**src/verilog/xbus_pkg.sv**
```systemverilog
// xbus shared definitions
package xbus_pkg;

   parameter int xbus_addr_w = 22;
   parameter int xbus_data_w = 32;

   // one queued bus command
   typedef struct packed {
      logic [xbus_addr_w-1:0] addr;
      logic [xbus_data_w-1:0] data;
      logic                   write;   // high for a write
   } xbus_req_t;

   // low address bits covered by each window
   parameter int unibus_win_bits = 6;
   parameter int spy_win_bits    = 6;
   parameter int lashup_win_bits = 12;

   // window bases, octal
   parameter logic [xbus_addr_w-1:0] unibus_base = 22'o17773000;
   parameter logic [xbus_addr_w-1:0] spy_base    = 22'o17777700;
   parameter logic [xbus_addr_w-1:0] lashup_base = 22'o17740000;

   // timeout address ranges for the nxm flags
   parameter logic [xbus_addr_w-1:0] unibus_nxm_floor = 22'o17400000;
   parameter logic [xbus_addr_w-1:0] xbus_nxm_floor   = 22'o17000000;

   // register offsets inside the unibus window
   parameter logic [unibus_win_bits-1:0] reg_prom   = 6'o05;
   parameter logic [unibus_win_bits-1:0] reg_ints   = 6'o20;
   parameter logic [unibus_win_bits-1:0] reg_status = 6'o22;

   parameter int ints_en_bit    = 10;
   parameter int unibus_nxm_bit = 3;
   parameter int xbus_nxm_bit   = 0;

endpackage

```
**src/verilog/xbus_if.sv**
```systemverilog
// xbus master to device link
interface xbus_if
   import xbus_pkg::*;
   (input logic clk);

   logic [xbus_addr_w-1:0] addr;     // request address
   logic [xbus_data_w-1:0] datain;   // write data toward the device
   logic                   write;    // read# / write
   logic                   req;      // level, held for the whole cycle
   logic                   timeout;  // single pulse, req already low
   logic [xbus_data_w-1:0] dataout;  // read data, valid at ack
   logic                   ack;      // single pulse from the device
   logic                   decode;   // req with an address in a window

   modport master (
      input  clk,
      output addr,
      output datain,
      output write,
      output req,
      output timeout,
      input  dataout,
      input  ack,
      input  decode
   );

   modport device (
      input  clk,
      input  addr,
      input  datain,
      input  write,
      input  req,
      input  timeout,
      output dataout,
      output ack,
      output decode
   );

endinterface

```
**src/verilog/cmd_fifo.sv**
```systemverilog
// pending command queue
module cmd_fifo #(
   parameter type payload_t = logic [7:0],
   parameter int  depth     = 4
) (
   input  logic     clk,
   input  logic     reset,
   input  logic     push,
   input  payload_t push_data,
   input  logic     pop,
   output payload_t pop_data,
   output logic     empty,
   output logic     full
);

   localparam int ptr_w = (depth > 1) ? $clog2(depth) : 1;
   localparam int cnt_w = $clog2(depth + 1);

   payload_t   mem [depth];
   logic [ptr_w-1:0] wr_ptr;
   logic [ptr_w-1:0] rd_ptr;
   logic [cnt_w-1:0] count;
   logic             do_push;
   logic             do_pop;

   assign do_push = push && !full;   // dropped when full
   assign do_pop  = pop && !empty;

   assign empty    = (count == '0);
   assign full     = (count == cnt_w'(depth));
   assign pop_data = mem[rd_ptr];    // head of queue, read without a clock

   // storage
   always_ff @(posedge clk)
   begin
      if (do_push)
      begin
         mem[wr_ptr] <= push_data;
      end
   end

   // pointers and occupancy
   always_ff @(posedge clk)
   begin
      if (reset)
      begin
         wr_ptr <= '0;
         rd_ptr <= '0;
         count  <= '0;
      end
      else
      begin
         if (do_push)
         begin
            if (wr_ptr == ptr_w'(depth - 1))
               wr_ptr <= '0;
            else
               wr_ptr <= wr_ptr + 1'b1;
         end

         if (do_pop)
         begin
            if (rd_ptr == ptr_w'(depth - 1))
               rd_ptr <= '0;
            else
               rd_ptr <= rd_ptr + 1'b1;
         end

         if (do_push && !do_pop)
            count <= count + 1'b1;
         else if (do_pop && !do_push)
            count <= count - 1'b1;
      end
   end

endmodule

```
**src/verilog/xbus_master.sv**
```systemverilog
// xbus bus master
module xbus_master
   import xbus_pkg::*;
#(
   parameter int timeout_cycles = 16
) (
   input  logic                   clk,
   input  logic                   reset,
   input  xbus_req_t              cmd,
   input  logic                   empty,
   output logic                   pop,
   xbus_if.master                 bus,
   output logic                   rsp_valid,
   output logic [xbus_data_w-1:0] rsp_data,
   output logic                   rsp_timeout
);

   localparam int cnt_w = (timeout_cycles > 1) ? $clog2(timeout_cycles) : 1;

   typedef enum logic [1:0] {
      st_idle,
      st_cycle,
      st_respond
   } state_t;

   state_t           state;
   xbus_req_t        cur;        // command on the bus
   logic [cnt_w-1:0] cnt;        // cycles of req so far
   logic             timed_out;
   logic             expired;

   assign pop     = (state == st_idle) && !empty;
   assign expired = (cnt == cnt_w'(timeout_cycles - 1));

   // bus outputs come straight from the held command
   assign bus.addr    = cur.addr;
   assign bus.datain  = cur.data;
   assign bus.write   = cur.write;
   assign bus.req     = (state == st_cycle);
   assign bus.timeout = (state == st_respond) && timed_out;   // req is already low here

   always_ff @(posedge clk)
   begin
      if (reset)
      begin
         state       <= st_idle;
         cnt         <= '0;
         timed_out   <= 1'b0;
         rsp_valid   <= 1'b0;
         rsp_timeout <= 1'b0;
      end
      else
      begin
         rsp_valid   <= (state == st_respond);
         rsp_timeout <= (state == st_respond) && timed_out;

         case (state)
            st_idle:
            begin
               if (!empty)
               begin
                  state     <= st_cycle;
                  cnt       <= '0;
                  timed_out <= 1'b0;
               end
            end
            st_cycle:
            begin
               if (bus.ack)
                  state <= st_respond;
               else if (expired)
               begin
                  state     <= st_respond;
                  timed_out <= 1'b1;
               end
               else
                  cnt <= cnt + 1'b1;
            end
            default:
               state <= st_idle;   // one response, then back for the next command
         endcase
      end
   end

   // command and response payload
   always_ff @(posedge clk)
   begin
      if (pop)
         cur <= cmd;
      if (state == st_cycle)
      begin
         if (bus.ack)
            rsp_data <= bus.dataout;
         else if (expired)
            rsp_data <= '0;   // nothing answered
      end
   end

endmodule

```
**src/verilog/xbus_unibus.sv**
```systemverilog
// unibus register device
module xbus_unibus
   import xbus_pkg::*;
(
   input  logic   clk,
   input  logic   reset,
   xbus_if.device bus,
   output logic   promdisable
);

   logic [unibus_win_bits-1:0] offset;
   logic                       in_unibus;
   logic                       in_other;
   logic                       decode_unibus;
   logic                       decode_other;
   logic                       busy;        // set from first decode until ack
   logic                       first;       // first decode cycle of a bus cycle
   logic [1:0]                 ack_dly;
   logic                       unibus_int_en;
   logic                       unibus_nxm;  // timeout in the unibus range
   logic                       xbus_nxm;    // timeout in the xbus range
   logic [xbus_data_w-1:0]     bus_ints;
   logic [xbus_data_w-1:0]     bus_status;

   // address decode
   assign in_unibus = (bus.addr[xbus_addr_w-1:unibus_win_bits]
                       == unibus_base[xbus_addr_w-1:unibus_win_bits]);
   assign in_other  = (bus.addr[xbus_addr_w-1:spy_win_bits]
                       == spy_base[xbus_addr_w-1:spy_win_bits])
                   || (bus.addr[xbus_addr_w-1:lashup_win_bits]
                       == lashup_base[xbus_addr_w-1:lashup_win_bits]);

   assign decode_unibus = bus.req && in_unibus;
   assign decode_other  = bus.req && in_other;   // acked, otherwise ignored
   assign bus.decode    = decode_unibus || decode_other;

   assign offset = bus.addr[unibus_win_bits-1:0];
   assign first  = bus.decode && !busy;
   assign bus.ack = ack_dly[1];

   // readable registers, unused fields read as zero
   always_comb
   begin
      bus_ints                  = '0;
      bus_ints[ints_en_bit]     = unibus_int_en;
      bus_status                = '0;
      bus_status[unibus_nxm_bit] = unibus_nxm;
      bus_status[xbus_nxm_bit]   = xbus_nxm;
   end

   // ack two cycles after the first decode
   always_ff @(posedge clk)
   begin
      if (reset)
      begin
         ack_dly <= '0;
         busy    <= 1'b0;
      end
      else
      begin
         ack_dly <= {ack_dly[0], first};
         if (bus.ack)
            busy <= 1'b0;
         else if (first)
            busy <= 1'b1;
      end
   end

   // write side effects
   always_ff @(posedge clk)
   begin
      if (reset)
      begin
         promdisable   <= 1'b0;
         unibus_int_en <= 1'b0;
      end
      else
      begin
         promdisable <= first && in_unibus && bus.write && (offset == reg_prom)
                        && bus.datain[5] && bus.datain[2] && !bus.datain[0];
         if (first && in_unibus && bus.write && (offset == reg_ints))
            unibus_int_en <= bus.datain[ints_en_bit];
      end
   end

   // nxm flags, a timeout beats a clear
   always_ff @(posedge clk)
   begin
      if (reset)
      begin
         unibus_nxm <= 1'b0;
         xbus_nxm   <= 1'b0;
      end
      else if (bus.timeout)
      begin
         if (bus.addr > unibus_nxm_floor)
            unibus_nxm <= 1'b1;
         else if (bus.addr > xbus_nxm_floor)
            xbus_nxm <= 1'b1;
      end
      else if (first && in_unibus && bus.write && (offset == reg_status))
      begin
         unibus_nxm <= 1'b0;
         xbus_nxm   <= 1'b0;
      end
   end

   // read data, held until ack
   always_ff @(posedge clk)
   begin
      if (first)
      begin
         if (bus.write || !in_unibus)
            bus.dataout <= '0;
         else if (offset == reg_ints)
            bus.dataout <= bus_ints;
         else if (offset == reg_status)
            bus.dataout <= bus_status;
         else
            bus.dataout <= '0;
      end
   end

endmodule

```
**src/verilog/xbus_top.sv**
```systemverilog
// xbus command subsystem
module xbus_top
   import xbus_pkg::*;
#(
   parameter int fifo_depth     = 4,
   parameter int timeout_cycles = 16
) (
   input  logic                   clk,
   input  logic                   reset,
   input  logic                   cmd_valid,
   input  logic [xbus_addr_w-1:0] cmd_addr,
   input  logic [xbus_data_w-1:0] cmd_data,
   input  logic                   cmd_write,
   output logic                   cmd_full,
   output logic                   rsp_valid,
   output logic [xbus_data_w-1:0] rsp_data,
   output logic                   rsp_timeout,
   output logic                   promdisable
);

   xbus_req_t cmd_in;
   xbus_req_t cmd_head;   // oldest queued command
   logic      fifo_empty;
   logic      fifo_pop;

   assign cmd_in = '{addr: cmd_addr, data: cmd_data, write: cmd_write};

   xbus_if bus (.clk(clk));

   cmd_fifo #(
      .payload_t (xbus_req_t),
      .depth     (fifo_depth)
   ) u_fifo (
      .clk       (clk),
      .reset     (reset),
      .push      (cmd_valid),
      .push_data (cmd_in),
      .pop       (fifo_pop),
      .pop_data  (cmd_head),
      .empty     (fifo_empty),
      .full      (cmd_full)
   );

   xbus_master #(
      .timeout_cycles (timeout_cycles)
   ) u_master (
      .clk         (clk),
      .reset       (reset),
      .cmd         (cmd_head),
      .empty       (fifo_empty),
      .pop         (fifo_pop),
      .bus         (bus.master),
      .rsp_valid   (rsp_valid),
      .rsp_data    (rsp_data),
      .rsp_timeout (rsp_timeout)
   );

   xbus_unibus u_unibus (
      .clk         (clk),
      .reset       (reset),
      .bus         (bus.device),
      .promdisable (promdisable)
   );

endmodule

```
**config.mk**
```make
export PLATFORM = sky130hd
export DESIGN_NAME = xbus_top
export DESIGN_NICKNAME = d
export VERILOG_FILES = /design/src/verilog/xbus_pkg.sv /design/src/verilog/xbus_if.sv /design/src/verilog/cmd_fifo.sv /design/src/verilog/xbus_master.sv /design/src/verilog/xbus_unibus.sv /design/src/verilog/xbus_top.sv
export SDC_FILE = /design/constraint.sdc
export NUM_CORES = 1
export LEC_CHECK = 0
export ABC_AREA = 0
export BUFFER_PORTS_ARGS = -buffer_cell sky130_fd_sc_hd__buf_4
export CAP_MARGIN = 20
export CELL_PAD_IN_SITES_DETAIL_PLACEMENT = 1
export CELL_PAD_IN_SITES_GLOBAL_PLACEMENT = 1
export CORE_ASPECT_RATIO = 0.8
export CORE_MARGIN = 5
export CORE_UTILIZATION = 52
export DETAILED_ROUTE_END_ITERATION = 8
export PLACE_DENSITY_LB_ADDON = 0.1
export RECOVER_POWER = 100
export SYNTH_ARGS = -nofsm -noshare
export SYNTH_HDL_FRONTEND = slang
export SYNTH_SLANG_ARGS = --single-unit
```
**constraint.sdc**
```tcl
create_clock -name clk -period 6.3 [get_ports clk]
set_input_delay 1.26 -clock clk [delete_from_list [all_inputs] [get_ports clk]]
set_output_delay 1.26 -clock clk [all_outputs]
set_load 0.05 [all_outputs]
```
# == Yosys cells after proc, flatten, opt, wreduce, memory -nomap -nowiden ==
# Memories as Yosys holds them, arrays and structs flattened. A register that Yosys moved wholly into a read port is not among the register bits.
# Index checks and enable logic that the tools add are counted.
# totals
reg_bits,87
latchBits,0
ram_bits,220
romBits,0
inputBits,58
n_memories,1
# op_classes
addsub,5
n_mul,0
n_div,0
magnitude_cmp,2
eq_ne,20
shifts,0
mux,28
bitwise,1
n_reduce_logical,42
# memory_table
name,words,word_bits,rd,rd_clocked_by_memory_dff,write_ports,line,text
u_fifo.mem,4,55,1,1,1,cmd_fifo.sv:19,payload_t mem [depth];
# ops
operator,count
$mux 32,2
$gt 22x22->1 const B,2
$eq 16x16->1 const B,2
$logic_and 1x1->1,17
$mux 4,4
$eq 6x5->1 const B,2
$mux 1,11
$mux 11,1
$eq 10x10->1 const B,1
$mux 2,5
$ne 2x2->1 const B,5
$pmux 4 s2,1
$reduce_and 4->1,2
$reduce_bool 2->1,4
$logic_not 1->1,7
$eq 2x2->1 const B,3
$eq 6x3->1 const B,1
$mux 3,2
$reduce_and 2->1,3
$add 2x1->2 const B,2
$add 4x1->4 const B,1
$eq 4x4->1 const B,1
$ne 2x1->1 const B,2
$pmux 2 s2,1
other kinds (13),16

# == Longest topological paths before layout ==
# Gate-level depths: netlist (run 1).
# depth
ltp_word,11
mapped_depth,9
ltp_nobuf,8

# == Hierarchy ==
# A second synthesis (run 1) with hierarchy kept.
# hier_totals
cells_unflattened,601
area_unflattened_um2,12522.0
# by_module_without_submodules
mod,n_inst,cells_per_inst,area_per_inst_um2,seq_area_each_um2
cmd_fifo,1,337,8441.8,6786.5
xbus_master,1,167,3254.4,2792.7
xbus_unibus,1,97,825.8,230.2

# == Least setup slack after synthesis (run 1) ==
# Ideal clock, no wire load.
# synth_path
kind,register -> register
from,register u_fifo.count[0]
to,register u_fifo.count[2]
setup_time_ps,71
t_arrival_ps,2803
t_required_ps,6229
setup_slack_ps,3427
stages_incl_launch_ff,10
synth_period_minus_slack_ps,2873
path_cell_list,dfxtp_1 nor3b_1 nor2b_1 clkbuf_1 ha_1 inv_1 fa_1 xor2_1 or3_1 a21oi_1
# synth_between
word_cells_on_any_way,16
# synth_lines
item,line,text
start: declaration,cmd_fifo.sv:22,logic [cnt_w-1:0] count;
start signal: assignment,cmd_fifo.sv:70,count <= count + 1'b1;
start signal: assignment,cmd_fifo.sv:72,count <= count - 1'b1;
$eq 3x3->1 *,cmd_fifo.sv:30,assign full = (count == cnt_w'(depth));
named net cmd_full,xbus_top.sv:14,"output logic cmd_full,"
$logic_not 1->1 *,cmd_fifo.sv:26,assign do_push = push && !full;
$logic_and 1x1->1 *,cmd_fifo.sv:26,
named net u_fifo.do_push,cmd_fifo.sv:23,logic do_push;
$logic_not 1->1,cmd_fifo.sv:71,else if (do_pop && !do_push)
$logic_and 1x1->1,cmd_fifo.sv:71,
$reduce_bool 2->1 (no line),n/a,
# The timed path passes the listed nets; every way through them passes the cells marked *. The select of a mux whose other input is x is not followed.
# A chain may end at the register's enable or synchronous reset.

# == Worst setup path after layout (run 1) ==
# layout_path
from,input port cmd_valid
to,"memory u_fifo.mem[0][46] in the netlist's numbering, enable pin"
# layout_between
elab_chain_len,3
# layout_rtl
item,line,text
start: declaration,xbus_top.sv:10,"input logic cmd_valid,"
$logic_and 1x1->1,cmd_fifo.sv:26,
$mux 1,cmd_fifo.sv:36,if (do_push)
$mux 1 (implied by the code),cmd_fifo.sv:38,mem[wr_ptr] <= push_data;
end: declaration,cmd_fifo.sv:19,
# No other way between the ends.

==> results.yml, run 1 <==
outcome:
  outcome: "finished with violations"
  violations: "capacitance limit, slew limit"
timing:
  worst_pin_slew_ps: 2550
  rsz0062_at_grt: "no"
  finalHoldViolations: 0
  whs_ps: 436
  fin_crit_sh: 0.558
  tns_ps: 0
  fmax_mhz: 284
  fin_skew_ps: 7.37
  slew_headroom: -0.698
  setup_violations: 0
  drv_slew: 143
  min_period_ps: 3520
power_and_ir_drop:
  combPwrFrac: 0.175
  power.density_nw_per_um2: 424
  p_leak_uw: 0.00237
  clockPowerShare: 0.326
  p_seq_frac: 0.499
  p_int_uw: 2220
  net-switching-power_uw: 808
  power.total_uw: 3020
  irDropWorstVdd_mv: 0.236
  switching_share: 0.267
critical_path:
  crit_arrival_ps: 3510
  critPathKind: "input pin to register"
  crit_start: "cmd_valid"
  reg2regPathDepth: 3
  r2r_slack_ps: 3190
  r2r-end: "u_fifo.mem[0][46]"
  cp-end-kind: "register"
  r2r-start: "u_fifo.count[0]"
  path_max_fanout: 27
  critPathLaunchType: "input pin"
  crit_required_ps: 6290
final_layout:
  final_area_sq_um: 7130
  drive_gt1_frac: 0.151
  final_util: 0.587
  antennaDiodeCount: 0
  layout-area-overhead-vs-synth_pct: 11.0
  final_nets: 464
synth:
  synth_common_cells: "141 x edfxtp_1, 30 x buf_4, 27 x mux4_2"
  yosys_warnings: 0
  synth_area_leaders: "edfxtp_1 66%, mux4_2 9.5%, dfxtp_1 7.2%"
  postSynthAreaPerCell_sq_um: 18.2
  ys_ff_latch: 164
  syn_inst: 353
  yosysMostFrequentCell: "edfxtp_1"
  ys.flop_type: "edfxtp_1"
  synth_edf_count: 141
  yosysSeqAreaShare: 0.730
  synthesis.area_sq_um: 6430
  yosysTopAreaCellShare: 0.658
  async_flop_share: 0
  yosysUniqueCellTypes: 47
  synth_top_area_cell: "edfxtp_1"
cts:
  cts_tree: "yes"
  ctsResizeCount: 0
  clk_pin_slew_ps: 60
  clock_latency_ps: 420
  cts_max_level: 4
  clockRootBuffer: "clkbuf_16"
  clockBufferDepth: 2
  cts.sinks: 164
  postCtsSetupRepairBufs: 0
  numCtsBuffers: 17
  hold_buffers: 0
drt:
  route.detailed.drc: 0
  num_vias: 3034
  post_drt_wl_per_cell_microns: 19.9
  viasPerCell: 5.39
  drt-initial-drc-count: 143
  dr.pass1.iters: 4
  antenna_left: 0
  routed_wl_mm: 11.2
grt:
  grt_max_degree: 31
  grt_pass1_vias: 3238
  antenna_found_initial: 0
  track_usage: 0.167
  overflow: 0
  grt_pass1_wl_mm: 17.8
min_path:
  hold_path_class: "register to register"
  holdPathEnd: "u_unibus.ack_dly[1]"
  hold_start: "u_unibus.ack_dly[0]"
  holdPathStages: 1
die:
  core_area_sq_um: 12200
  dieHeight_microns: 109
  ios: 94
  rows: 36
  die_w_microns: 134
  start_util: 0.529
  fp.dieArea_sq_um: 14700
placement:
  io_buffers: 36
  place.gp.congestion: 0.722
  placed_cell_area_sq_um: 6740
  dp_hpwl_mm: 6.93
flow_run:
  drv_cap: 5
layer usage:
| layer | track usage | wire length (microns) | vias to the layer above |
|---|---|---|---|
| met1 | 0.210 | 5050 | 1544 |
| met5 | 0 | 0 | - |
| met3 | 0.0531 | 446 | 15 |
| li1 | - | - | 1410 |
| met2 | 0.277 | 5560 | 65 |
| met4 | 0.0589 | 159 | 0 |
area by class of cell:
| type | count | area, sq um |
|---|---|---|
| sequential | 164 | 4700 |
| clock inverter | 11 | 128 |
| tap | 152 | 190 |
| inverter | 7 | 26.3 |
| clock buffer | 21 | 440 |
| fill | 1095 | 5030 |
| timing repair buffer | 38 | 146 |
| multi-input combinational | 170 | 1510 |
placed cells by master (no fill, tap or decap), drive strengths merged, types with 3 or more instances in the layout:
cell	instances
edfxtp	141
nor4	6
nand2b	3
or3	4
inv	9
mux4	27
mux2i	6
conb	29
nor2	18
and2	10
dfxtp	23
clkbuf	59
nand2	5
clkinv	5
a21oi	4
and3	3
nand3	7
ha	7
nor3	4
and4	3
nor2b	5
state kept, by name, indices dropped and copies added, names as in the netlist, 3 cells and up:
name and cells:
u_unibus.bus.dataout 3, u_fifo.mem 108, u_master.bus.datain 4, u_master.rsp_data 3, u_fifo.count 3, u_master.cnt 4
u_master.bus.addr 22
power by group through the flow:
stage,sequential [uW],combinational (uW),clock [uW]
finish,1510,529,986
detailed placement,1530,553,0
global placement,1520,539,0
global route,1530,584,1060
CTS,1510,557,1000
floorplan,1470,468,0
through the flow:
stage          setup slack [ps]  instances
5_1_grt                    2540        563
4_1_cts                    3600        562
3_3_place_gp               3210        530
6_report                   2780        563
3_5_place_dp               3160        530
2_1_floorplan              3430        381
cells by family (layout without fill, tap and decap cells):
family | after synthesis | after routing | synth area share
flops | 164 | 164 | 0.730
simple gates | 80 | 80 | 0.0753
buf+inv | 47 | 77 | 0.0469
mux | 33 | 33 | 0.104
compound gates | 16 | 16 | 0.0210
fa+ha+maj | 8 | 8 | 0.0167
xor+xnor | 4 | 4 | 0.00545
other cells | 1 | 29 | 0.000583
how the worst max path moves through the flow:
stage | end | slack (ps) | cells past startpoint
2_1_floorplan | u_fifo.count[2] | 3430 | 9
3_3_place_gp | u_fifo.count[2] | 3210 | 8
3_5_place_dp | u_fifo.count[2] | 3160 | 8
4_1_cts | u_fifo.count[2] | 3600 | 8
5_1_grt | u_fifo.mem[1][3] | 2540 | 3
6_report | u_fifo.mem[0][46] | 2780 | 3
critical path: stages:
cell      delay, ps
clkbuf_4         90
nor2b_1         400
and2_0         1740
Power figures use the tool's default switching activity.
==> run 2: changes to the inputs <==
--- a/config.mk
+++ b/config.mk
@@ -5,14 +5,14 @@
 export SDC_FILE = /design/constraint.sdc
 export NUM_CORES = 1
 export LEC_CHECK = 0
-export ABC_AREA = 0
+export ABC_AREA = 1
 export BUFFER_PORTS_ARGS = -buffer_cell sky130_fd_sc_hd__buf_4
 export CAP_MARGIN = 20
 export CELL_PAD_IN_SITES_DETAIL_PLACEMENT = 1
 export CELL_PAD_IN_SITES_GLOBAL_PLACEMENT = 1
 export CORE_ASPECT_RATIO = 0.8
 export CORE_MARGIN = 5
-export CORE_UTILIZATION = 52
+export CORE_UTILIZATION = 46
 export DETAILED_ROUTE_END_ITERATION = 8
 export PLACE_DENSITY_LB_ADDON = 0.1
 export RECOVER_POWER = 100
==> constraint.sdc (replaced) <==
create_clock -name clk -period 3.3 [get_ports clk]
set_input_delay 0.66 -clock clk [delete_from_list [all_inputs] [get_ports clk]]
set_output_delay 0.66 -clock clk [all_outputs]
set_load 0.05 [all_outputs]
==> run 2 against run 1 <==
Compared with the run above: the run now ends clean; flip-flop and latch count stayed put; total power is 110% higher; clock power is 96% higher; combinational power grew to 2.9 times the previous value; sequential power is 94% higher; count of clock-buffer cells in the layout is 4 lower; non-clock buffer count is 6 higher; routed wire length is 21% higher; sequential share of layout area is 1.3 points lower; critical path depth is 4 higher; largest power group unchanged.
==> results.yml, run 2 <==
outcome:
  outcome: "finished clean"
final_layout:
  final_nets: 632
  antennaDiodeCount: 0
  drive_gt1_frac: 0.0915
  largest_reg_flops: 108
  final_area_sq_um: 7280
  final_cell_mix: "141 x edfxtp_1, 96 x nor2_1, 61 x o21ai_0"
  layout-area-overhead-vs-synth_pct: 12.3
  regMostFlops: "u_fifo.mem"
  final_common_cell: "edfxtp_1"
  fin_cells: 759
grt:
  gr-usage-met3: 0.0458
  antenna_found_initial: 0
  track_usage: 0.175
  gr-usage-met1: 0.216
  grt_pass1_wl_mm: 21.5
  gr-max-usage-layer: "met2"
  grt_use_met2: 0.302
  grt_pass1_vias: 4095
  overflow: 0
  grt_max_degree: 57
synth:
  yosysTopAreaCellShare: 0.654
  synthAdderAreaFrac: 0.0166
  synth_mux_area_frac: 0
  async_flop_share: 0
  synth_common_cells: "141 x edfxtp_1, 98 x nor2_1, 57 x o21ai_0"
  synthesis.area_sq_um: 6480
  synth_area_leaders: "edfxtp_1 65%, dfxtp_1 7.1%, nor2_1 5.7%"
  postSynthAreaPerCell_sq_um: 12.4
  yosysMostFrequentCell: "edfxtp_1"
  synth_edf_count: 141
  ys.flop_type: "edfxtp_1"
  syn_inst: 521
  yosys_warnings: 0
  synth_top_area_cell: "edfxtp_1"
  yosysSeqAreaShare: 0.725
  synth-simple-area-share: 0.103
  synthXorXnorAreaFrac: 0.00135
  yosysUniqueCellTypes: 31
  ys_ff_latch: 164
  synth-compound-area-share: 0.0879
  synth_top_family_by_area: "simple AND/OR/NAND/NOR gates"
power_and_ir_drop:
  power.density_nw_per_um2: 878
  irDropWorstVdd_mv: 0.430
  p_leak_uw: 0.00256
timing:
  min_period_ps: 2240
  finalHoldViolations: 0
  tns_ps: 0
  worst_pin_slew_ps: 1300
  setup_violations: 0
  fmax_mhz: 447
  slew_headroom: 0.135
  fin_crit_sh: 0.679
  post-route-worst-setup-slack_ps: 1060
  drv_slew: 0
  rsz0062_at_grt: "no"
  fin_skew_ps: 11.9
  whs_ps: 458
critical_path:
  path_max_fanout: 28
  path_cells: "nor3_1 > nor2_1 > nand2_1 > inv_1 > nor2_1 > o21ai_0 > a21oi_1"
  r2r-start: "u_fifo.count[0]"
  critPathKind: "register to register"
  cp-end-kind: "register"
  critPathLaunchType: "register"
  crit_required_ps: 3610
  crit_top_cell: "nor2_1"
  crit_path_top_delay_cell: "inv_1"
  crit_arrival_ps: 2550
  critPathMaxStageDelay_ps: 980
  crit_start: "u_fifo.count[0]"
flow_run:
  drv_cap: 0
drt:
  routed_wl_mm: 13.6
  antenna_left: 0
  num_vias: 3889
  viasPerCell: 5.12
  dr.pass1.iters: 4
  route.detailed.drc: 0
  drt-initial-drc-count: 292
  post_drt_wl_per_cell_microns: 17.9
placement:
  place_inst: 727
  dp_slack_ps: 1010
  dp_hpwl_mm: 8.17
  place.gp.congestion: 0.748
  io_buffers: 36
  placed_cell_area_sq_um: 6860
cts:
  cts.sinks: 164
  postCtsSetupRepairBufs: 0
  ctsResizeCount: 0
  clockBufferDepth: 2
  hold_buffers: 0
  cts_max_level: 4
  numCtsBuffers: 17
  clock_latency_ps: 430
  clockRootBuffer: "clkbuf_16"
  clk_pin_slew_ps: 60
  cts_tree: "yes"
die:
  fp.dieArea_sq_um: 16600
  core_area_sq_um: 13700
  die_w_microns: 143
  ios: 94
  dieHeight_microns: 116
  start_util: 0.473
  rows: 38
min_path:
  hold_start: "u_unibus.ack_dly[0]"
  hold_path_class: "register to register"
[run 2: cell count changes in the layout (fill, tap and decap cells not counted), moves of 7 or more]
cell	before	now
nor2_1	18	96
o21ai_0	2	61
nand2_1	5	33
mux4_2	27	0
o22ai_1	0	27
inv_1	7	33
a21oi_1	4	13
and2_0	9	0
nor2_2	0	7
[run 2: final timing paths]
kind	slack (ps)	to	cells after the start
worst max-delay path	1060	u_master.cnt[3]	7
worst max register to register	1060	u_master.cnt[3]	7
worst min register to register	460	u_unibus.ack_dly[1]	2
worst min-delay path	460	u_unibus.ack_dly[1]	2
[run 2: power by group]
part           internal (uW)  switching, uW  leakage (uW)
clock network           1120            813      0.000274
logic                    386           1140      0.000798
registers               2770            162       0.00149
[run 2: cell families after synthesis]
logic type / Yosys count
AO/OA/AOI/OAI: 106
adder cells (fa/ha/maj): 8
AND/OR/NAND/NOR: 157
XOR/XNOR: 1
flip-flops: 164
other: 1
buffers and inverters: 84
[run 2: critical path, delay by kind of cell, from the launching register on]
family / cells / cell delay, ps
compound gates: 2 / 190
simple gates: 4 / 520
buf+inv: 1 / 980
flops: 1 / 420
[run 2: cell type report]
cell class                      count  area, sq um
Sequential cell                   164         4690
Tap cell                          180          225
Clock inverter                     15          153
Fill cell                        1438         6420
Timing Repair Buffer               44          186
Clock buffer                       17          425
Inverter                           38          143
Multi-Input combinational cell    301         1450
[run 2: routing by layer]
layer | part of all wire | up-vias
met5 | 0 | -
met4 | 0.013 | 0
met3 | 0.047 | 15
met2 | 0.49 | 91
met1 | 0.45 | 1917
li1 | - | 1866
[run 2: stage by stage]
step                      power [uW]  utilization
after floorplan                 4020            -
after global placement          4450        0.501
after detailed placement        4550        0.501
after CTS                       6510        0.543
after global routing            6770        0.531
final                           6380        0.531
==> run 3: changes to the inputs <==
==> constraint.sdc (replaced) <==
create_clock -name clk -period 2.3 [get_ports clk]
set_input_delay 0.46 -clock clk [delete_from_list [all_inputs] [get_ports clk]]
set_output_delay 0.46 -clock clk [all_outputs]
set_load 0.05 [all_outputs]
==> run 3 against run 2 <==
Compared with the run above: critical path depth fell by 2; die area unchanged; maximum frequency increased by 9.0%; routed wire length grew 1.3%; flip-flop and latch count unchanged; count of clock-buffer cells in the layout rose by 1; worst setup slack got worse by 820 ps; sequential power is 43% higher; register-to-register slack lost 820 ps; combinational power is 48% higher; cell area rose by 0.48%; highest routed layer unchanged.
==> results.yml, run 3 (synthesis gave the netlist of run 2 again) <==
final_layout:
  fill_cells: 1435
  antennaDiodeCount: 0
  final_util: 0.534
  drive_gt1_frac: 0.0945
  final_cell_mix: "141 x edfxtp_1, 96 x nor2_1, 60 x o21ai_0"
  final_nets: 636
  largest_reg_flops: 108
  multi_input_comb_area_sq_um: 1450
  final_area_sq_um: 7310
  layout-area-overhead-vs-synth_pct: 12.9
  regMostFlops: "u_fifo.mem"
  final_common_cell: "edfxtp_1"
  fin_cells: 762
  regArea_sq_um: 4690
critical_path:
  r2r_slack_ps: 240
  critPathMaxStageDelay_ps: 720
  path_max_fanout: 27
  r2r-start: "u_fifo.count[0]"
  crit_arrival_ps: 2100
  cp-end-kind: "register"
  reg2regPathDepth: 5
  critPathLaunchType: "register"
  path_cells: "nor3_1 > nor2_1 > inv_1 > nor2_2 > clkbuf_2"
  critPathKind: "register to register"
  crit_start: "u_fifo.count[0]"
  crit_path_top_delay_cell: "clkbuf_2"
  crit_required_ps: 2350
  cp-endpoint: "u_fifo.mem[0][6]"
  r2r-end: "u_fifo.mem[0][6]"
timing:
  rsz0062_at_grt: "no"
  slew_headroom: 0.246
  worst_pin_slew_ps: 1130
  min_period_ps: 2060
  setup_violations: 0
  fin_skew_ps: 12.9
  drv_slew: 0
  fmax_mhz: 487
  finalHoldViolations: 0
  fin_crit_sh: 0.893
  post-route-worst-setup-slack_ps: 245
cts:
  cts_tree: "yes"
  ctsResizeCount: 0
  clk_pin_slew_ps: 60
  numCtsBuffers: 17
  postCtsSetupRepairBufs: 0
  cts.sinks: 164
  cts_max_level: 4
  clock_latency_ps: 430
  clockRootBuffer: "clkbuf_16"
  hold_buffers: 0
  clockBufferDepth: 2
die:
  fp.dieArea_sq_um: 16600
  die_w_microns: 143
  core_area_sq_um: 13700
  ios: 94
  dieHeight_microns: 116
  start_util: 0.473
  rows: 38
power_and_ir_drop:
  p_leak_uw: 0.00259
  power.total_uw: 9170
  irDropWorstVdd_mv: 0.886
  power.density_nw_per_um2: 1250
placement:
  placed_cell_area_sq_um: 6950
  place.gp.congestion: 0.780
  place_inst: 731
  dp_slack_ps: 258
  io_buffers: 36
  dp_hpwl_mm: 8.47
grt:
  antenna_found_initial: 0
  overflow: 0
  track_usage: 0.176
  grt_pass1_vias: 4148
  grt_max_degree: 57
  grt_pass1_wl_mm: 21.8
drt:
  drt-initial-drc-count: 220
  route.detailed.drc: 0
  antenna_left: 0
  viasPerCell: 5.26
  dr.pass1.iters: 4
  routed_wl_mm: 13.8
  num_vias: 4007
  post_drt_wl_per_cell_microns: 18.1
outcome:
  outcome: "finished clean"
min_path:
  hold_path_class: "input pin to register"
flow_run:
  drv_cap: 0
## run 3: cell type report
type / instances / area share
flip-flops and latches: 164 / 0.642
repair buffers: 48 / 0.0318
multi-input cells: 301 / 0.199
clock inverters: 13 / 0.0185
clock buffers: 18 / 0.0587
inverters: 38 / 0.0195
well taps: 180 / 0.0308
## run 3: per-layer routing
metal | track usage | wire length [microns] | share of wire
met5 | 0 | 0 | 0
met4 | 0.0665 | 195 | 0.014
met3 | 0.0409 | 624 | 0.045
met2 | 0.310 | 6900 | 0.50
met1 | 0.213 | 6040 | 0.44
## run 3: metrics by stage
step	setup TNS, ps	hold slack, ps
after floorplan	-11070	388
after global placement	0	396
after detailed placement	0	407
after CTS	0	213
after global routing	0	288
final	0	291
## run 3: how the worst min path moves through the flow
stage                     endpoint  slack, ps           startpoint  cells past startpoint
6_report       u_unibus.ack_dly[1]        290                reset                      2
5_1_grt            u_master.cnt[1]        290                reset                      2
4_1_cts          u_fifo.mem[3][38]        210          cmd_addr[5]                      1
3_5_place_dp   u_unibus.ack_dly[1]        410  u_unibus.ack_dly[0]                      2
3_3_place_gp   u_unibus.ack_dly[1]        400  u_unibus.ack_dly[0]                      2
2_1_floorplan  u_unibus.ack_dly[1]        390  u_unibus.ack_dly[0]                      2
## run 3: worst max-delay path: cells and delay by family, from the launching register on
family	cells	cell delay, ps
buf+inv	2	890
flops	1	420
simple gates	3	360
## run 3: report_power, final
group	internal, uW	switching (uW)	leakage [uW]
logic	622	1630	0.000830
clock network	1590	1130	0.000267
registers	3970	236	0.00149
